[src/source/aesPkg.sv]
// shared AES-128 definitions
//   vector types for blocks, words, bytes, APB addresses, round index
//   APB register map addresses
//   forward S-box table lookup and round constant doubling

package aesPkg;

  typedef logic [127:0] block_t;     // state, key, text
  typedef logic [31:0]  word_t;      // APB word or key column
  typedef logic [7:0]   byte_t;
  typedef logic [7:0]   apbAddr_t;   // byte address
  typedef logic [3:0]   roundCount_t;

  localparam roundCount_t numRounds = 4'd10;
  localparam byte_t       rconInit  = 8'h01;  // rcon of round 1

  // register map, byte addresses
  localparam apbAddr_t addrKey    = 8'h00;  // 4 words, msw first
  localparam apbAddr_t addrPlain  = 8'h10;  // 4 words
  localparam apbAddr_t addrCipher = 8'h20;  // 4 words, read only
  localparam apbAddr_t addrCtrl   = 8'h30;  // bit 0 starts
  localparam apbAddr_t addrStatus = 8'h34;  // bit 0 busy, bit 1 done

  // forward S-box, entry 0 in the top byte, one table row per line
  localparam logic [0:255][7:0] sboxTable = {
    128'h637c777bf26b6fc53001672bfed7ab76,
    128'hca82c97dfa5947f0add4a2af9ca472c0,
    128'hb7fd9326363ff7cc34a5e5f171d83115,
    128'h04c723c31896059a071280e2eb27b275,
    128'h09832c1a1b6e5aa0523bd6b329e32f84,
    128'h53d100ed20fcb15b6acbbe394a4c58cf,
    128'hd0efaafb434d338545f9027f503c9fa8,
    128'h51a3408f929d38f5bcb6da2110fff3d2,
    128'hcd0c13ec5f974417c4a77e3d645d1973,
    128'h60814fdc222a908846eeb814de5e0bdb,
    128'he0323a0a4906245cc2d3ac629195e479,
    128'he7c8376d8dd54ea96c56f4ea657aae08,
    128'hba78252e1ca6b4c6e8dd741f4bbd8b8a,
    128'h703eb5664803f60e613557b986c11d9e,
    128'he1f8981169d98e949b1e87e9ce5528df,
    128'h8ca1890dbfe6426841992d0fb054bb16
  };

  // SubBytes for one byte
  function automatic byte_t sbox(byte_t b);
    return sboxTable[b];
  endfunction

  // multiply by x in GF(2^8), reduction poly 0x11b
  function automatic byte_t rconNext(byte_t r);
    return {r[6:0], 1'b0} ^ (r[7] ? 8'h1b : 8'h00);
  endfunction

endpackage
[src/source/aesApbRegs.sv]
// APB3 slave for the AES core
//   key, plaintext, ciphertext, control and status registers
//   start pulse, busy and done flags, write stall while busy
//   pslverr on unmapped or read-only writes

`timescale 1ns/1ps

module aesApbRegs (
  input  logic             clk,
  input  logic             reset,
  input  logic             psel,
  input  logic             penable,
  input  logic             pwrite,
  input  aesPkg::apbAddr_t paddr,
  input  aesPkg::word_t    pwdata,
  input  aesPkg::block_t   cipherText,
  input  logic             cipherValid,
  output aesPkg::word_t    prdata,
  output logic             pready,
  output logic             pslverr,
  output logic             start,
  output aesPkg::block_t   cipherKey,
  output aesPkg::block_t   plainText
);

  aesPkg::block_t cipherReg;  // latched result
  logic           busyReg, doneReg;
  logic           busy, done;
  logic           access, aligned;
  logic           isKey, isPlain, isCipher, isCtrl, isStatus;
  logic           mapped, badAccess, stallRegion, wrEn;
  logic [1:0]     wordSel;    // word 0 is most significant

  // address decode
  assign aligned  = (paddr[1:0] == 2'b00);
  assign isKey    = aligned && (paddr[7:4] == aesPkg::addrKey[7:4]);
  assign isPlain  = aligned && (paddr[7:4] == aesPkg::addrPlain[7:4]);
  assign isCipher = aligned && (paddr[7:4] == aesPkg::addrCipher[7:4]);
  assign isCtrl   = (paddr == aesPkg::addrCtrl);
  assign isStatus = (paddr == aesPkg::addrStatus);
  assign mapped   = isKey | isPlain | isCipher | isCtrl | isStatus;
  assign wordSel  = ~paddr[3:2];  // bit offset = wordSel * 32

  assign badAccess   = !mapped || (pwrite && (isCipher || isStatus));
  assign stallRegion = isKey | isPlain | isCtrl;

  assign access  = psel & penable;
  // writes to core inputs wait out the encryption
  assign pready  = !(access && pwrite && stallRegion && busy);
  assign pslverr = access && badAccess;
  assign wrEn    = access && pwrite && pready && !badAccess;

  // busy covers S..S+10 and done starts at S+11
  assign busy = start | (busyReg & ~cipherValid);
  assign done = cipherValid | (doneReg & ~start);

  always_ff @(posedge clk) begin
    if (reset) begin
      busyReg <= 1'b0;
      doneReg <= 1'b0;
    end else if (start) begin
      busyReg <= 1'b1;
      doneReg <= 1'b0;  // new run clears done
    end else if (cipherValid) begin
      busyReg <= 1'b0;
      doneReg <= 1'b1;
    end
  end

  // start one cycle after the completing ctrl write
  always_ff @(posedge clk) begin
    if (reset) begin
      start <= 1'b0;
    end else begin
      start <= wrEn && isCtrl && pwdata[0];
    end
  end

  // key and plaintext words
  always_ff @(posedge clk) begin
    if (reset) begin
      cipherKey <= '0;
      plainText <= '0;
    end else if (wrEn) begin
      if (isKey) cipherKey[{wordSel, 5'b0} +: 32] <= pwdata;
      if (isPlain) plainText[{wordSel, 5'b0} +: 32] <= pwdata;
    end
  end

  // ciphertext latch
  always_ff @(posedge clk) begin
    if (reset) begin
      cipherReg <= '0;
    end else if (cipherValid) begin
      cipherReg <= cipherText;
    end
  end

  // read mux where ctrl reads back zero
  always_comb begin
    prdata = '0;
    if (psel && !pwrite) begin
      if (isKey) begin
        prdata = cipherKey[{wordSel, 5'b0} +: 32];
      end else if (isPlain) begin
        prdata = plainText[{wordSel, 5'b0} +: 32];
      end else if (isCipher) begin
        prdata = cipherReg[{wordSel, 5'b0} +: 32];
      end else if (isStatus) begin
        prdata = {30'b0, done, busy};
      end
    end
  end

  // an erroring access completes at once and writes nothing
  slverrOnComplete: assert property (
    @(posedge clk) disable iff (reset)
      pslverr |-> pready ##1 ($stable(cipherKey) && $stable(plainText) && !start)
  );

endmodule

[config.mk]
export PLATFORM = sky130hd
export DESIGN_NAME = aesApbRegs
export DESIGN_NICKNAME = d
export VERILOG_FILES = /design/src/source/aesPkg.sv /design/src/source/aesApbRegs.sv
export SDC_FILE = /design/constraint.sdc
export NUM_CORES = 1
export LEC_CHECK = 0
export BUFFER_PORTS_ARGS = -buffer_cell sky130_fd_sc_hd__buf_4
export CAP_MARGIN = 25
export CORE_AREA = 2 2 188 190
export CTS_CLUSTER_DIAMETER = 40
export DETAILED_ROUTE_END_ITERATION = 8
export DIE_AREA = 0 0 190 192
export GPL_ROUTABILITY_DRIVEN = 0
export GPL_TIMING_DRIVEN = 0
export HOLD_SLACK_MARGIN = 0.15
export PLACE_DENSITY_LB_ADDON = 0.3
export SKIP_CTS_REPAIR_TIMING = 1
export SLEW_MARGIN = 40
export SYNTH_ARGS = -nofsm -noshare
export SYNTH_HDL_FRONTEND = slang
export SYNTH_SLANG_ARGS = --single-unit
[constraint.sdc]
create_clock -name clk -period 3.5 [get_ports clk]
set_input_delay 0 -clock clk [delete_from_list [all_inputs] [get_ports clk]]
set_output_delay 0 -clock clk [all_outputs]
set_load 0.005 [all_outputs]
==> results_dict.tcl, run 1 <==
set metrics [dict create \
    die_span_x_um 190 \
    num_rows 68 \
    grt_antenna_before_repair 6 \
    worstSetupStartpointType "primary input" \
    layout.cells.most_common "sky130_fd_sc_hd__buf_4" \
    peakVddDrop_mv 0.3562 \
    cts_inserted_buffers 54 \
    final_antenna_net_count 0 \
    maxClockFrequency_ghz 0.2951 \
    synth-main-ff-cell "sky130_fd_sc_hd__dfxtp_1" \
    insertion_delay_ns 0.59 \
    timing.hold.worst.class "primary input to flop" \
    number_of_flops_mapped_to_enable_cells_by_yosys 0 \
    hold_viol 0 \
    static-leakage-power_nw 10.96 \
    number_of_i_o_port_buffers 461 \
    place_inst 2686 \
    initialDrtViolationCount 2047 \
    ys_warn_count 0 \
    synthesis.area_per_instance_sq_um 10.14 \
    setup.worst_path.class "primary input to output port" \
    run_status "finished, final reports clean" \
    ys_async_sr_fraction 0 \
    cts_htree_levels 2 \
    critPathArrivalTime_ns 3.39 \
    p_sw_w 0.002922 \
    synth-seq-cells 387 \
    timing.critical_path.required_ns 3.50 \
    num_vias 18720 \
    clock_path_buffers 3 \
    grt.overflow.total 0 \
    core_sq_mm 0.03429 \
    wl_per_cell_um 27.08 \
    clock_power_share 0.500 \
    finalCriticalPeriod_ns 3.388 \
    peak_fanout_along_the_critical_path 10 \
    groute.usage.overall 0.3897 \
    combPwrFrac 0.100 \
    totalNegativeSetupSlack_ns 0 \
    post_synth_inst_count 1770 \
    hpwlAfterDp_mm 54.71 \
    number_of_global_route_vias_before_repair 16970 \
    postLayoutCoreUtil 0.7484 \
    cellPowerDensity_mw_per_mm2 444.2 \
    root_buffer "sky130_fd_sc_hd__clkbuf_16" \
    synth_cell_types 44 \
    cts.sink_count 387 \
    drive_above_1_share 0.2883 \
    rsz0062_at_grt "false" \
    detail_route.first_pass.iterations 6 \
    period_share 0.9680 \
    worst-slew-pin-transition_ns 0.9174 \
    drc_errors_left 0 \
    largest_net_degree_at_the_start_of_global_routing 14 \
    worst_setup_path_end_kind "output port" \
    final_stage_net_count 2644 \
    area_growth_pct 42.99 \
    die_h_um 192 \
    instances_no_fill 2969 \
    floorplan.initialDensity 0.5234 \
    num_io_pins 465 \
    drt-vias-per-instance 6.307 \
    floorplan.die_area_sq_mm 0.03648 \
    synth_seq_area_share 0.4317 \
    power_frac_seq 0.399 \
    max-cap-violations 0 \
    tritoncts_clock_tree "done" \
    p_sw_frac 0.2563 \
    max-slew-margin-rel 0.3884 \
    synthesis.nets 1949 \
    power_report.internal_total_w 0.008476 \
    count_of_final_max_slew_check_failures 0 \
    netlist_area_pre_place_sq_mm 0.01794 \
    wirelength_mm 80.41 \
    clk_transition_reported_paths_ns 0.06 \
    total_power_w 0.01140 \
    grt_pass1_wl_mm 105.1 \
    finalSetupViolations 0 \
    final_cell_mix "466 x sky130_fd_sc_hd__buf_4, 387 x sky130_fd_sc_hd__dfxtp_1, 326 x sky130_fd_sc_hd__nand2_1" \
    worst_clock_skew_ns 0.01903 \
]
==> cell usage after synthesis, types with 10 or more instances <==
master,number,area share
sky130_fd_sc_hd__mux2i_1,322,0.18
sky130_fd_sc_hd__a22oi_1,29,0.012
sky130_fd_sc_hd__nand2_1,326,0.068
sky130_fd_sc_hd__dfxtp_1,387,0.43
sky130_fd_sc_hd__buf_6,10,0.0063
sky130_fd_sc_hd__o21ai_0,35,0.0098
sky130_fd_sc_hd__o311ai_0,32,0.016
sky130_fd_sc_hd__nor2b_1,34,0.012
sky130_fd_sc_hd__o31ai_1,65,0.027
sky130_fd_sc_hd__clkbuf_1,107,0.022
sky130_fd_sc_hd__nor2_1,132,0.028
sky130_fd_sc_hd__or4_1,33,0.014
sky130_fd_sc_hd__a21oi_1,64,0.018
sky130_fd_sc_hd__mux4_2,95,0.12
sky130_fd_sc_hd__buf_1,16,0.0033
sky130_fd_sc_hd__buf_2,33,0.0092
==> final timing paths <==
kind                                                 start                         end  slack [ns]  cells past startpoint
worst max-delay path                              paddr[5]                  prdata[20]        0.11                      9
worst min-delay path                              paddr[1]  plainText[96]$_SDFFE_PP0P_        0.11                      5
worst max register to register            start$_SDFF_PP0_            start$_SDFF_PP0_        0.89                      6
worst min register to register  cipherKey[23]$_SDFFE_PP0P_  cipherKey[23]$_SDFFE_PP0P_        0.47                      2
==> power by group through the flow <==
stage	sequential, W	clock (W)	combinational [W]
3_3_place_gp	0.00463	0	0.000894
5_1_grt	0.00455	0.00587	0.00118
6_report	0.00455	0.00570	0.00114
3_5_place_dp	0.00463	0	0.000911
4_1_cts	0.00454	0.00565	0.000919
2_1_floorplan	0.00462	0	0.000493
==> routing by layer <==
metal  GRT usage  wire length, um  vias up
met5     0.01099               83        -
met4      0.2153             4897        6
met3      0.1215            10660      398
met2      0.6227            36870     1641
met1      0.4682            27890     8914
li1            -                -     7765
==> area by class of cell <==
type / instances / area, sq um
repair buffers: 639 / 5241
flip-flops and latches: 387 / 7747
multi-input cells: 1207 / 9415
diodes: 6 / 15.01
plain buffers: 170 / 777.0
well taps: 455 / 569.3
inverters: 6 / 22.52
fillers: 2268 / 8628
clock buffers: 72 / 1583
clock inverters: 27 / 289.0
==> cells by family after synthesis <==
logic type | count (synthesis) | synth area share
flip-flops | 387 | 0.4317
buffers and inverters | 176 | 0.04414
adder cells (fa/ha/maj) | 5 | 0.003486
AND/OR/NAND/NOR | 554 | 0.1362
AO/OA/AOI/OAI | 230 | 0.08500
multiplexers | 418 | 0.2995
==> metrics by stage <==
stage	cell area (sq um)	setup WS (ns)	hold WS (ns)
after floorplan	17940	1.061	0.1318
after global placement	21970	-0.4655	0.2353
after detailed placement	21980	-0.1971	0.2429
after CTS	23850	0.3825	-0.3701
after global routing	25650	0.09553	0.1606
final	25660	0.1119	0.1122
==> sequential cells by signal, summed over array words and instances, names as in the netlist <==
name / cells
cipherKey: 128
busyReg: 1
doneReg: 1
start: 1
cipherReg: 128
plainText: 128
==> worst max-delay path: stages <==
cell and delay (ns):
sky130_fd_sc_hd__dlygate4sd3_1 0.53, sky130_fd_sc_hd__buf_2 0.29, sky130_fd_sc_hd__inv_2 0.15, sky130_fd_sc_hd__nand3_1 0.27
sky130_fd_sc_hd__clkbuf_1 0.55, sky130_fd_sc_hd__clkbuf_1 0.45, sky130_fd_sc_hd__clkbuf_1 0.64, sky130_fd_sc_hd__a21oi_1 0.28
sky130_fd_sc_hd__buf_4 0.22
No activity file was read; power rests on OpenSTA's default activity.
==> inputs of run 2 (changes only) <==
==> constraint.sdc (replaced) <==
create_clock -name clk -period 3.5 [get_ports clk]
set_input_delay 0.175 -clock clk [delete_from_list [all_inputs] [get_ports clk]]
set_output_delay 0.175 -clock clk [all_outputs]
set_load 0.005 [all_outputs]
==> results_dict.tcl, run 2 (same netlist as run 1, synthesis figures left out) <==
set metrics [dict create \
    num_io_pins 465 \
    wl_per_cell_um 27.04 \
    layout.filler_cells 2294 \
    final_stage_net_count 2630 \
    floorplan.initialDensity 0.5234 \
    clk_transition_reported_paths_ns 0.06 \
    drt-vias-per-instance 6.300 \
    worst-slew-pin-transition_ns 0.9096 \
    static-leakage-power_nw 10.91 \
    final_antenna_net_count 0 \
    worst_clock_skew_ns 0.01658 \
    insertion_delay_ns 0.59 \
    timing.critical_path.required_ns 3.99 \
    largest_net_degree_at_the_start_of_global_routing 14 \
    peak_fanout_along_the_critical_path 10 \
    count_of_final_max_slew_check_failures 0 \
    hpwlAfterDp_mm 54.71 \
    cts.sink_count 387 \
    groute.usage.overall 0.3897 \
    critical_path.cell_chain "buf_4 -> buf_2 -> buf_2 -> clkbuf_1 -> inv_1 -> ha_1 -> nor3_2 -> clkbuf_1 -> nand2_1 -> or4_1 -> a21oi_1" \
    die_span_x_um 190 \
    detail_route.first_pass.iterations 7 \
    area_growth_pct 42.24 \
    multiInputGateArea_sq_mm 0.009415 \
    grt_antenna_before_repair 4 \
    initialDrtViolationCount 2153 \
    die_h_um 192 \
    finalSetupViolations 0 \
    peakVddDrop_mv 0.3585 \
    cts_inserted_buffers 54 \
    run_status "finished, final reports clean" \
    num_rows 68 \
    wirelength_mm 79.97 \
    timing.hold.worst.class "primary input to flop" \
    core_sq_mm 0.03429 \
    cts_htree_levels 2 \
    final_cell_mix "466 x sky130_fd_sc_hd__buf_4, 387 x sky130_fd_sc_hd__dfxtp_1, 326 x sky130_fd_sc_hd__nand2_1" \
    layout.area.seq_sq_mm 0.007747 \
    cellPowerDensity_mw_per_mm2 445.6 \
    worstSetupStartpointType "primary input" \
    finalCriticalPeriod_ns 3.483 \
    max-slew-margin-rel 0.3936 \
    critPathArrivalTime_ns 3.98 \
    largest_registers "cipherKey x128, cipherReg x128, plainText x128" \
    grt_pass1_wl_mm 105.1 \
    floorplan.die_area_sq_mm 0.03648 \
    crit_slowest_cell "sky130_fd_sc_hd__clkbuf_1" \
    tritoncts_clock_tree "done" \
    max_stage_delay_ns 0.73 \
    max-cap-violations 0 \
    number_of_global_route_vias_before_repair 16970 \
    grt.overflow.total 0 \
    hold_ws_ns 0.1727 \
    total_power_w 0.01137 \
    hold_viol 0 \
    drc_errors_left 0 \
    number_of_i_o_port_buffers 461 \
    drive_above_1_share 0.2899 \
    setup.worst_path.class "primary input to flop" \
    num_vias 18630 \
    maxClockFrequency_ghz 0.2871 \
    period_share 0.9952 \
    layout.cells.most_common "sky130_fd_sc_hd__buf_4" \
    root_buffer "sky130_fd_sc_hd__clkbuf_16" \
    worst_setup_path_end_kind "flop" \
    clock_path_buffers 3 \
    postLayoutCoreUtil 0.7444 \
]
-- run 2: changes by cell type in the layout (fill, tap and decap cells not counted), sizes merged --
cell,previous run,this run
diode,6,8
dlygate4sd3,176,162
-- run 2: report_power, final --
group / switching (W) / internal, W / leakage (nW) / total (W)
registers: 0.0000563 / 0.00450 / 3.14 / 0.00455
logic: 0.000645 / 0.000483 / 6.84 / 0.00113
clock network: 0.00220 / 0.00349 / 0.925 / 0.00569
total: 0.00291 / 0.00847 / 10.9 / 0.0114
-- run 2: critical path, delay by kind of cell --
family,cells,cell delay (ns)
adder cells (fa/ha/maj),1,0.37
AND/OR/NAND/NOR,3,1.02
AO/OA/AOI/OAI,1,0.24
buffers and inverters,6,2.16
-- run 2: metal layers --
layer  track usage  vias up  wire, um
met4        0.2153        4      4693
met2        0.6227     1592     36870
met1        0.4682     8904     27960
met3        0.1215      375     10390
met5       0.01099        -        68
li1              -     7753         -
-- run 2: worst paths after layout --
path | start | end | slack (ns) | cells after the start
worst min register to register | plainText[24]$_SDFFE_PP0P_ | plainText[24]$_SDFFE_PP0P_ | 0.48 | 2
worst max register to register | start$_SDFF_PP0_ | start$_SDFF_PP0_ | 0.83 | 6
worst max-delay path | paddr[3] | cipherKey[103]$_SDFFE_PP0P_ | 0.02 | 11
worst min-delay path | paddr[5] | plainText[65]$_SDFFE_PP0P_ | 0.17 | 3
-- run 2: final cells by class --
type                    instances  area share
clock inverters                27     0.01132
well taps                     455     0.02230
clock buffers                  72     0.06201
multi-input cells            1207      0.3689
diodes                          8   0.0007843
inverters                       6   0.0008824
plain buffers                 170     0.03044
flip-flops and latches        387      0.3035
repair buffers                625      0.1999
-- run 2: stage by stage --
stage / area [sq um] / setup TNS (ns) / setup WS, ns / cells
global route: 25510 / -0.02478 / -0.02478 / 2952
CTS: 23850 / 0 / 0.2075 / 2785
finish: 25520 / 0 / 0.01692 / 2957
global placement: 21970 / -50.60 / -0.6405 / 2686
detailed placement: 21980 / -31.56 / -0.3721 / 2686
floorplan: 17940 / 0 / 0.8865 / 1770
